--- config.mk ---
export PLATFORM = sky130hd
export DESIGN_NAME = instrQueue
export DESIGN_NICKNAME = d
export VERILOG_FILES = /design/src/decodePkg.sv /design/src/instrQueue.sv
export SDC_FILE = /design/constraint.sdc
export NUM_CORES = 1
export LEC_CHECK = 0
export ABC_AREA = 1
export BUFFER_PORTS_ARGS = -buffer_cell sky130_fd_sc_hd__buf_2
export CAP_MARGIN = 30
export CORE_MARGIN = 4
export CORE_UTILIZATION = 30
export CTS_BUF_LIST = sky130_fd_sc_hd__clkbuf_2
export DETAILED_ROUTE_END_ITERATION = 10
export SYNTH_ARGS = -nofsm -noshare
export SYNTH_HDL_FRONTEND = slang
export SYNTH_SLANG_ARGS = --single-unit
--- constraint.sdc ---
create_clock -name CLK -period 5.05 [get_ports CLK]
set_input_delay 1.01 -clock CLK [delete_from_list [all_inputs] [get_ports CLK]]
set_output_delay 1.01 -clock CLK [all_outputs]
set_load 0.05 [all_outputs]
--- src/decodePkg.sv ---
package decodePkg;

    // Register number and data word
    typedef logic [4:0]  regIdx_t;
    typedef logic [31:0] word_t;

    // ALU operations handed to execute
    typedef enum logic [3:0] {
        aluNop = 4'd0,
        aluAdd = 4'd1,
        aluSub = 4'd2,
        aluAnd = 4'd3,
        aluOr  = 4'd4,
        aluSlt = 4'd5,
        aluSll = 4'd6,
        aluLui = 4'd7
    } aluOp_t;

    // Primary opcodes of the supported subset
    typedef enum logic [5:0] {
        opSpecial = 6'h00,
        opJ       = 6'h02,
        opJal     = 6'h03,
        opBeq     = 6'h04,
        opBne     = 6'h05,
        opAddiu   = 6'h09,
        opOri     = 6'h0d,
        opLui     = 6'h0f,
        opLw      = 6'h23,
        opSw      = 6'h2b
    } opcode_t;

    // Function codes under SPECIAL
    typedef enum logic [5:0] {
        fnSll     = 6'h00,
        fnJr      = 6'h08,
        fnSyscall = 6'h0c,
        fnAddu    = 6'h21,
        fnSubu    = 6'h23,
        fnAnd     = 6'h24,
        fnOr      = 6'h25,
        fnSlt     = 6'h2a
    } funct_t;

    // One fetched instruction with its PC
    typedef struct packed {
        word_t pc;
        word_t instr;
    } fetchEntry_t;

    // Decoder control fields
    typedef struct packed {
        logic   regDst;
        logic   link;
        logic   jump;
        logic   jumpReg;
        logic   branch;
        logic   branchNe;
        logic   signExt;
        logic   memRead;
        logic   memWrite;
        logic   regWrite;
        logic   sys;
        aluOp_t aluOp;
    } decodeCtrl_t;

    // Forwarded result from a later stage
    typedef struct packed {
        regIdx_t dest;
        word_t   data;
        logic    valid;
    } bypass_t;

    // Packet handed to execute
    typedef struct packed {
        word_t   instr;
        word_t   pc;
        word_t   opA;
        word_t   opB;
        regIdx_t regA;
        regIdx_t regB;
        regIdx_t destReg;
        word_t   memWriteData;
        logic    regWrite;
        aluOp_t  aluOp;
        logic    memRead;
        logic    memWrite;
        logic    [4:0] shamt;
        logic    sys;
    } exePacket_t;

endpackage

--- src/instrQueue.sv ---
`timescale 1ns/1ps

module instrQueue #(
    parameter int queueDepth = 8
) (
    input  logic                   CLK,
    input  logic                   RESET,
    input  logic                   flush,
    input  decodePkg::fetchEntry_t enqData,
    input  logic                   enqValid,
    output logic                   enqReady,
    output decodePkg::fetchEntry_t deqData,
    output logic                   deqValid,
    input  logic                   deqReady
);
    import decodePkg::*;

    // Depth is a power of two so the pointers wrap on their own
    localparam int ptrWidth   = (queueDepth > 1) ? $clog2(queueDepth) : 1;
    localparam int countWidth = $clog2(queueDepth + 1);

    fetchEntry_t entries [queueDepth];
    logic [ptrWidth-1:0]   rdPtr;
    logic [ptrWidth-1:0]   wrPtr;
    logic [countWidth-1:0] count;
    logic                  doEnq;
    logic                  doDeq;

    assign enqReady = (count != countWidth'(queueDepth));
    assign deqValid = (count != '0);
    assign deqData  = entries[rdPtr];
    assign doEnq    = enqValid && enqReady;
    assign doDeq    = deqValid && deqReady;

    // Pointer and occupancy update
    always_ff @(posedge CLK or negedge RESET) begin
        if (!RESET) begin
            rdPtr <= '0;
            wrPtr <= '0;
            count <= '0;
        end else if (flush) begin
            // Flush empties the queue and drops any enqueue in the same cycle
            rdPtr <= '0;
            wrPtr <= '0;
            count <= '0;
        end else begin
            if (doEnq)
                wrPtr <= wrPtr + 1'b1;
            if (doDeq)
                rdPtr <= rdPtr + 1'b1;
            if (doEnq && !doDeq)
                count <= count + 1'b1;
            else if (doDeq && !doEnq)
                count <= count - 1'b1;
        end
    end

    // Entry storage
    always_ff @(posedge CLK) begin
        if (doEnq)
            entries[wrPtr] <= enqData;
    end

    assert property (@(posedge CLK) disable iff (!RESET)
        count <= countWidth'(queueDepth));

    // Write pointer leads the read pointer by the occupancy
    assert property (@(posedge CLK) disable iff (!RESET)
        wrPtr == ptrWidth'(rdPtr + count));

endmodule

==> impl_metrics.json, run 1 <==
{
  "detailedRoute.firstPassIterationCount": 5,
  "post_route_cells_drive_above_1_share_pct": 19.8,
  "reg2regPathDepth": 6,
  "timing.max_slew.rel_slack_pct": 41.1,
  "cell_depth_of_the_worst_min_delay_path": 1,
  "timing.final.hold_violations": 0,
  "clkSlewWorstSetupHoldPaths_ps": 110,
  "power-per-cell-area_mw_per_mm2": 496,
  "setup.worst_path.end_class": "primary output",
  "grt_start_max_net_pins": 168,
  "worstSetupPathType": "flip-flop to primary output",
  "postLayoutCellArea_mm2": 0.0234,
  "rows": 95,
  "clk_root_buffer_cell": "clkbuf_2",
  "synth.ff_latch_count": 522,
  "synth.cell_area_mm2": 0.0204,
  "synth.yosys.warnings": 0,
  "rsz0062_at_grt": "no",
  "synth.top_cells.by_count": "edfxtp_1, nor2_1, o21ai_0, o21ai_1",
  "switching_share_pct": 39.5,
  "worst_slew_pin_slew_ps": 883,
  "place_worst_setup_slack_ps": 1120,
  "core_area_mm2": 0.0673,
  "skew_ps": 68.1,
  "fin_worst_hold_slack_ps": 207,
  "crit_start_category": "flip-flop",
  "cts_inserted_buffers": 119,
  "finalCoreUtilization_pct": 34.8,
  "cts_tree": "built",
  "power.net_switching_mw": 4.59,
  "area_growth_pct": 14.7,
  "numPlacedInstances": 2473,
  "timing_max_transition_violations_final": 0,
  "post-synth-top-area-cell": "edfxtp_1",
  "synthArstFlopShare_pct": 1.92,
  "combPwrFrac_pct": 33.1,
  "antenna_violating_nets_post_route": 0,
  "hold_path.class": "primary input to flip-flop",
  "setup_slack_ps": 345,
  "synthesis.nets": 1608,
  "finalWeightedCongestion": 0.724,
  "achievable-frequency_mhz": 213,
  "timing.critical_path.arrival_ps": 3700,
  "intPower_mw": 7.02,
  "total_power_mw": 11.6,
  "crit_fanout": 109,
  "grt_antenna_before_repair": 8,
  "layout.cells.non_filler": 2729,
  "finalCriticalPeriod_ps": 4710,
  "drc": 0,
  "run_status": "complete, no violations",
  "routed_wl_um": 48800,
  "detail_route.iter0.violations": 777,
  "vdd_drop_max_uv": 240,
  "yosysSeqAreaShare_pct": 76.6,
  "remaining_global_route_overflow": 0,
  "placedInstanceArea_mm2": 0.0219,
  "route.vias.total": 12776,
  "die_area_mm2": 0.0723,
  "io_buffer_count": 134,
  "total_leakage_power_nw": 8.04,
  "die_w_um": 269,
  "mean_instance_size_in_the_synthesized_netlist_um2": 13.3,
  "grt.total_usage_pct": 13.5,
  "max-clock-path-buffers": 3,
  "drt-vias-per-instance": 4.68,
  "insertion_delay_ps": 1070,
  "power.sequential.fraction_pct": 44.1,
  "synth_largest_type_area_fraction_pct": 75.3,
  "boundaryPins": 135,
  "critical_path_data_required_time_ps": 4040,
  "synthDistinctLibCells": 29,
  "maxCapViolations": 0,
  "timing.setup.tns_ps": 0,
  "grt_pass1_wl_um": 74800,
  "die_h_um": 269,
  "half_perimeter_wire_length_of_the_detailed_placement_result_um": 25700,
  "number_of_enable_type_register_cells_in_the_synthesized_netlist": 512,
  "synth.area.top_cells": "edfxtp_1, nor2_1, o21ai_0",
  "synth.most_common_cell": "edfxtp_1",
  "setup_viol": 0,
  "synth_flop_cell": "edfxtp_1",
  "final_nets": 1825,
  "vias_in_the_first_global_route": 13013,
  "htree_levels": 3,
  "timing.final.crit_share_pct": 93.2,
  "routedWlPerCell_um": 17.9,
  "share_clk_of_total_power_pct": 22.7,
  "initial_utilization_pct": 30.3,
  "synthesis.instances": 1534,
  "cts_num_sinks": 522
}
==> layer usage <==
metal,up-vias,GRT usage (%),part of all wire (%)
li1,6156,-,-
met1,6212,16.4,42
met2,332,23.3,50
met3,72,3.28,5.7
met4,4,5.31,2.1
met5,-,0,0.055
==> registers in the layout, summed over array words and instances (netlist names) <==
| signal | flops |
|---|---|
| count | 4 |
| entries | 512 |
| rdPtr | 3 |
| wrPtr | 3 |
==> critical path, cell delays in order, from the launching register on <==
cell     delay [ps]
dfrtp_4         890
buf_12          450
o21ai_0         180
o22ai_1         200
nor2_1           60
a31oi_1         380
buf_2           350
==> final timing paths <==
check | start | endpoint | slack [ps]
max | rdPtr[0] | deqData[46] | 340
min | enqData[23] | entries[7][23] | 210
max reg2reg | count[3] | entries[4][21] | 2250
min reg2reg | count[2] | count[2] | 580
max in group asynchronous | RESET | rdPtr[1] | 4450
min in group asynchronous | RESET | count[3] | 330
==> cell usage in the layout, fill, tap and decap left out, types with 2 or more instances in the layout <==
cell type and instances:
o21ai_1 76, dfrtp_1 8, ha_1 4, nor2_4 8, buf_12 7, a21oi_1 6
dfrtp_4 2, diode_2 6, clkinv_1 37, clkbuf_2 169, inv_1 12, edfxtp_1 512
clkinv_2 10, inv_2 2, nand2_1 20, o21ai_0 185, nor2_1 455, buf_2 134
nand3_1 6, bufinv_16 3, a211oi_1 2, a31oi_1 64, dlygate4sd3_1 29, inv_4 2
buf_4 23, o22ai_1 64
==> cell families after synthesis <==
logic type / Yosys count / synth area share, %
adder cells (fa/ha/maj): 5 / 0.343
flip-flops: 522 / 76.6
XOR/XNOR: 1 / 0.0429
AND/OR/NAND/NOR: 493 / 9.17
buffers and inverters: 114 / 3.26
AO/OA/AOI/OAI: 399 / 10.6
==> power by group through the flow <==
stage / Sequential (mW) / Clock (mW) / Combinational [mW]
finish: 5.12 / 2.64 / 3.85
CTS: 5.12 / 2.77 / 3.91
global route: 5.15 / 3.03 / 4.20
global placement: 5.23 / 0 / 3.79
detailed placement: 5.24 / 0 / 3.83
floorplan: 5.18 / 0 / 2.93
==> final cells by class <==
class                   instances  area, µm²
repair buffers                194       1280
flip-flops and latches        522      15600
clock buffers                 169        846
fillers                      6571      43900
clock inverters                51        283
inverters                      16       81.3
multi-input cells             898       4180
well taps                     873       1090
diodes                          6       15.0
==> timing repair <==
action | in CTS | in global routing
setup endpoints to repair | 42 | 8
endpoints found under the hold margin | 115 | 0
pin swaps | 0 | 0
hold buffers | 29 | 0
resized for setup | 1 | 2
setup buffers | 1 | 0
(Power assumes the default switching activity.)
==> run 2, diff against run 1 <==
--- a/config.mk
+++ b/config.mk
@@ -5,7 +5,7 @@
 export SDC_FILE = /design/constraint.sdc
 export NUM_CORES = 1
 export LEC_CHECK = 0
-export ABC_AREA = 1
+export ABC_AREA = 0
 export BUFFER_PORTS_ARGS = -buffer_cell sky130_fd_sc_hd__buf_2
 export CAP_MARGIN = 30
 export CORE_MARGIN = 4
==> run 2 against run 1 <==
Against the previous run: combinational power fell by 16%; critical endpoint unchanged; first-iteration DRC count decreased by 14%; hold slack gained 71 ps; maximum frequency increased by 3.8%; synthesized cell count down 47%; sequential cell count did not move; largest power group unchanged; total power decreased by 4.0%; register-to-register slack improved by 220 ps; critical path depth shrank 2; cell count is 23% lower; clock skew is 18 ps higher.
==> impl_metrics.json, run 2 <==
{
  "initial_utilization_pct": 30.3,
  "io_buffer_count": 134,
  "synth_flop_cell": "edfxtp_1",
  "power-per-cell-area_mw_per_mm2": 472,
  "maxCapViolations": 0,
  "grt_start_max_net_pins": 67,
  "crit_fanout": 32,
  "drt-vias-per-instance": 4.58,
  "run_status": "complete, no violations",
  "setup_slack_ps": 517,
  "grt_busiest_layer": "met2",
  "final_nets": 1220,
  "total_leakage_power_nw": 7.69,
  "post_cts_resized": 0,
  "skew_ps": 85.8,
  "cts_num_sinks": 522,
  "synth.most_common_cell": "edfxtp_1",
  "clkSlewWorstSetupHoldPaths_ps": 90,
  "timing_max_transition_violations_final": 0,
  "ctsHoldBuffers": 68,
  "synth.cell_area_mm2": 0.0199,
  "htree_levels": 4,
  "rsz0062_at_grt": "no",
  "boundaryPins": 135,
  "synth_largest_type_area_fraction_pct": 77.1,
  "hold_path.class": "primary input to asynchronous set/reset pin",
  "setup_viol": 0,
  "global_route.usage.met3_pct": 3.67,
  "post-synth-top-area-cell": "edfxtp_1",
  "vias_in_the_first_global_route": 10752,
  "antenna_violating_nets_post_route": 0,
  "detail_route.iter0.violations": 672,
  "crit_path_top_delay_cell": "dfrtp_4",
  "max-clock-path-buffers": 3,
  "largest_register": "entries",
  "number_of_enable_type_register_cells_in_the_synthesized_netlist": 512,
  "worst_slew_pin_slew_ps": 767,
  "synthesis.instances": 819,
  "fin_worst_hold_slack_ps": 278,
  "max_stage_delay_ps": 890,
  "clk_root_buffer_cell": "clkbuf_2",
  "die_area_mm2": 0.0706,
  "achievable-frequency_mhz": 221,
  "rows": 94,
  "grt.met2_usage_pct": 19.1,
  "crit_start_category": "flip-flop",
  "synthDistinctLibCells": 33,
  "synthesis.nets": 893,
  "layout.cells.most_common": "edfxtp_1",
  "area_growth_pct": 18.4,
  "mean_instance_size_in_the_synthesized_netlist_um2": 24.3,
  "critical_path_data_required_time_ps": 4040,
  "timing.setup.tns_ps": 0,
  "place_worst_setup_slack_ps": 1580,
  "cts_setup_buffers": 0,
  "half_perimeter_wire_length_of_the_detailed_placement_result_um": 22600,
  "routed_wl_um": 42500,
  "grt_antenna_before_repair": 5,
  "synth.top_cells.by_count": "edfxtp_1, mux4_2, mux2_2, buf_6, clkbuf_1",
  "crit-reg2reg-launch": "count[1]",
  "post_route_cells_drive_above_1_share_pct": 45.8,
  "timing.final.hold_violations": 0,
  "synth.yosys.warnings": 0,
  "timing.critical_path.arrival_ps": 3520,
  "die_h_um": 266,
  "insertion_delay_ps": 1210,
  "vdd_drop_max_uv": 245,
  "synth.area.top_cells": "edfxtp_1, mux4_2, mux2_2",
  "finalCriticalPeriod_ps": 4530,
  "cts_tree": "built",
  "met1_usage_pct": 16.0,
  "remaining_global_route_overflow": 0,
  "die_w_um": 266,
  "setup.worst_path.start": "rdPtr[0]",
  "detailedRoute.firstPassIterationCount": 4,
  "timing.final.crit_share_pct": 89.8,
  "finalWeightedCongestion": 0.677,
  "reg2regPathDepth": 7,
  "list_of_cells_traversed_by_the_critical_path": "buf_4, mux4_2, mux2_2, buf_2",
  "layout_top_registers": "entries x512, count x4",
  "synthArstFlopShare_pct": 1.92,
  "route.vias.total": 9582,
  "core_area_mm2": 0.0659,
  "cts_inserted_buffers": 136,
  "timing.max_slew.rel_slack_pct": 48.9,
  "worstSetupPathType": "flip-flop to primary output",
  "grt.total_usage_pct": 12.2,
  "setup.worst_path.end_class": "primary output",
  "yosysSeqAreaShare_pct": 78.4,
  "synth.ff_latch_count": 522,
  "routedWlPerCell_um": 20.3,
  "grt_pass1_wl_um": 64200,
  "mostFrequentLayoutCells": "edfxtp_1, clkbuf_2, buf_2",
  "largest_register_ffs": 512,
  "drc": 0
}
-- run 2: changes by cell type after synthesis, moves of 6 or more --
cell / delta
mux2_2: +64
mux4_2: +128
buf_6: -10
a31oi_1: -64
clkbuf_1: -34
nor3_1: +6
o21ai_0: -185
o21ai_1: -76
nor2_1: -452
inv_1: -10
o22ai_1: -64
nand2_1: -13
-- run 2: stage by stage --
stage | util (%) | area [µm²] | power [mW] | instances
5_1_grt | 35.8 | 23600 | 11.8 | 2092
3_3_place_gp | 33.1 | 21800 | 8.55 | 1803
3_5_place_dp | 33.1 | 21800 | 8.60 | 1804
6_report | 35.8 | 23600 | 11.1 | 2093
2_1_floorplan | - | 19900 | 7.84 | 819
4_1_cts | 35.8 | 23600 | 11.4 | 2088
-- run 2: metal layers --
metal | wire, µm | vias up
li1 | - | 4228
met1 | 18800 | 5038
met2 | 20600 | 248
met3 | 2180 | 66
met4 | 799 | 2
met5 | 13 | -
-- run 2: critical path, delay by kind of cell, from the launching register on --
family,cells,cell delay (ps)
buffers and inverters,2,630
flip-flops,1,890
multiplexers,2,840
-- run 2: final cells by class --
cell class | count | area, µm²
antenna | 5 | 12.5
clock buffer | 180 | 901
clock inverter | 36 | 215
fill | 6177 | 42300
inverter | 3 | 11.3
multi-input combinational | 254 | 4090
sequential | 522 | 15600
tap | 864 | 1080
timing repair buffer | 229 | 1650
-- run 2: path summary, 6_finish.rpt --
check                              endpoint  slack, ps
min in group CLK                   wrPtr[2]        330
worst max register to register     count[3]       2470
worst min-delay path               wrPtr[1]        280
worst max-delay path            deqData[46]        520
max in group asynchronous          rdPtr[0]       4520
worst min register to register     count[1]        700
-- run 2: kinds of logic after synthesis --
logic type | synth area share (%)
simple gates | 0.898
buf+inv | 1.37
flops | 78.4
xor+xnor | 0.264
fa+ha+maj | 0.352
mux | 18.2
compound gates | 0.477
-- run 2: where the power goes --
group          leakage [nW]  total, mW  internal, mW  switching [mW]
Combinational          2.07       3.25          1.29            1.96
Clock                 0.842       2.69          1.07            1.62
Sequential             4.78       5.21          5.01           0.192
Total                  7.69       11.1          7.36            3.78
==> run 3, diff against run 2 <==
--- a/config.mk
+++ b/config.mk
@@ -7,11 +7,12 @@
 export LEC_CHECK = 0
 export ABC_AREA = 0
 export BUFFER_PORTS_ARGS = -buffer_cell sky130_fd_sc_hd__buf_2
-export CAP_MARGIN = 30
+export CAP_MARGIN = 40
 export CORE_MARGIN = 4
 export CORE_UTILIZATION = 30
 export CTS_BUF_LIST = sky130_fd_sc_hd__clkbuf_2
 export DETAILED_ROUTE_END_ITERATION = 10
+export PLACE_DENSITY = 0.42
 export SYNTH_ARGS = -nofsm -noshare
 export SYNTH_HDL_FRONTEND = slang
 export SYNTH_SLANG_ARGS = --single-unit
==> run 3 against run 2 <==
Against the previous run: utilization rose by 0.36 points; critical path depth did not move; critical path type unchanged; worst setup slack got worse by 21 ps; wire length rose by 6.7%.
==> impl_metrics.json, run 3 (synthesized netlist as in run 2, its figures left out) <==
{
  "cts_tree": "built",
  "reg2regPathDepth": 4,
  "run_status": "complete, no violations",
  "critical_path.reg2reg.endpoint": "entries[5][34]",
  "layout.cells.non_filler": 2124,
  "vias_in_the_first_global_route": 10834,
  "boundaryPins": 135,
  "io_buffer_count": 134,
  "die_area_mm2": 0.0706,
  "achievable-frequency_mhz": 220,
  "place_worst_setup_slack_ps": 1590,
  "max_stage_delay_ps": 860,
  "maxCapViolations": 0,
  "grt_antenna_before_repair": 6,
  "hold_path.class": "primary input to flip-flop",
  "initial_utilization_pct": 30.3,
  "crit_path_top_delay_cell": "dfrtp_4",
  "clk_root_buffer_cell": "clkbuf_2",
  "skew_ps": 75.9,
  "core_area_mm2": 0.0659,
  "detail_route.iter0.violations": 443,
  "met3_length_um": 2530,
  "power.net_switching_mw": 3.87,
  "grt_pass1_wl_um": 68600,
  "numPlacedInstances": 1797,
  "crit_start_category": "flip-flop",
  "setup.worst_path.end_class": "primary output",
  "largest_register_ffs": 512,
  "crit-reg2reg-launch": "count[3]",
  "largest_register": "entries",
  "wl_met1_um": 20500,
  "layout_top_registers": "entries x512, count x4",
  "die_h_um": 266,
  "power-per-cell-area_mw_per_mm2": 482,
  "clkSlewWorstSetupHoldPaths_ps": 110,
  "cts_num_sinks": 522,
  "final_nets": 1220,
  "mostFrequentLayoutCells": "edfxtp_1, clkbuf_2, buf_2",
  "half_perimeter_wire_length_of_the_detailed_placement_result_um": 22400,
  "intPower_mw": 7.62,
  "dr_wl_met2_um": 21500,
  "timing.critical_path.arrival_ps": 3540,
  "total_leakage_power_nw": 7.85,
  "antenna_violating_nets_post_route": 0,
  "detailedRoute.firstPassIterationCount": 4,
  "crit_fanout": 40,
  "rows": 94,
  "cts_inserted_buffers": 141,
  "drc": 0,
  "timing_max_transition_violations_final": 0,
  "finalWeightedCongestion": 0.633,
  "finalCriticalPeriod_ps": 4550,
  "drt-vias-per-instance": 4.55,
  "vdd_drop_max_uv": 250,
  "routed_wl_um": 45300,
  "top_layer": "met5",
  "critical_path_data_required_time_ps": 4040,
  "cell_depth_of_the_worst_min_delay_path": 2,
  "grt_start_max_net_pins": 75,
  "hold_start": "enqData[44]",
  "htree_levels": 4,
  "timing.final.crit_share_pct": 90.2,
  "hold-path-endpoint": "entries[3][44]",
  "layout.cells.most_common": "edfxtp_1",
  "timing.max_slew.rel_slack_pct": 45.9,
  "switching_share_pct": 33.7,
  "timing.final.hold_violations": 0,
  "r2r_slack_ps": 2320,
  "insertion_delay_ps": 1210,
  "die_w_um": 266,
  "worst_slew_pin_slew_ps": 809,
  "power.sequential.fraction_pct": 45.2,
  "list_of_cells_traversed_by_the_critical_path": "buf_12, mux4_2, mux2_2, buf_2",
  "max-clock-path-buffers": 3,
  "remaining_global_route_overflow": 0,
  "area_growth_pct": 19.6,
  "post_route_cells_drive_above_1_share_pct": 47.1,
  "rsz0062_at_grt": "no",
  "routedWlPerCell_um": 21.3,
  "setup_slack_ps": 496,
  "grt.total_usage_pct": 13.2,
  "timing.critical_path.buf_inv": 2,
  "setup_viol": 0,
  "combPwrFrac_pct": 28.5,
  "worstSetupPathType": "flip-flop to primary output",
  "share_clk_of_total_power_pct": 26.4,
  "route.vias.total": 9659,
  "cpLargestDelayFamily": "multiplexers"
}
-- run 3: changes by cell type in the layout (fill, tap and decap cells not counted), sizes merged --
cell	delta
buf	-7
dlygate4sd3	+2
clkinvlp	-4
clkinv	+3
diode	+1
inv	+2
bufinv	+2
clkbuf	+32
-- run 3: worst reg2reg max path: stages, from the launching register on --
cell and delay [ps]:
dfrtp_1 480, or4b_1 380, nand3_1 370, nor2_4 760, buf_4 380
-- run 3: area by class of cell --
type,count,area (µm²)
Multi-Input combinational cell,254,4090
Clock buffer,212,1060
Clock inverter,39,270
Sequential cell,522,15600
Antenna cell,6,15.0
Inverter,3,11.3
Timing Repair Buffer,224,1670
Fill cell,6269,42000
Tap cell,864,1080
-- run 3: power groups by stage --
stage	combinational, mW	sequential, mW	clock (mW)
floorplan	2.66	5.18	0
global placement	3.32	5.29	0
detailed placement	3.32	5.30	0
CTS	3.38	5.20	3.22
global route	3.52	5.23	3.48
finish	3.27	5.19	3.03
-- run 3: what timing repair did --
item | 4_1_cts | 5_1_grt
endpoints found under the hold margin | 532 | 0
hold buffers | 70 | 0
resized for setup | 0 | 0
buffers inserted | 0 | 0
-- run 3: through the flow --
stage               area, µm²  setup TNS [ps]  total power, mW  util [%]  hold WS (ps)
global route            23800               0             12.2      36.2           387
global placement        21800               0             8.61      33.1           663
floorplan               19900         -305610             7.84         -           594
detailed placement      21800               0             8.62      33.1           671
finish                  23800               0             11.5      36.2           602
CTS                     23800               0             11.8      36.2           323
-- run 3: worst max-delay path by stage --
stage,start,to,slack (ps),cells after the start
after global routing,rdPtr[0],deqData[61],110,4
final,rdPtr[0],deqData[31],500,4
after global placement,rdPtr[0],deqData[38],1600,4
after detailed placement,rdPtr[0],deqData[31],1590,4
after CTS,rdPtr[0],deqData[31],120,4
after floorplan,enqValid,entries[4][0],-1440,3
-- run 3: layer usage --
metal / vias to the layer above / GRT usage, %
met5: - / 0
met4: 2 / 4.59
met3: 79 / 4.51
met2: 258 / 20.4
met1: 5063 / 17.5
li1: 4257 / -
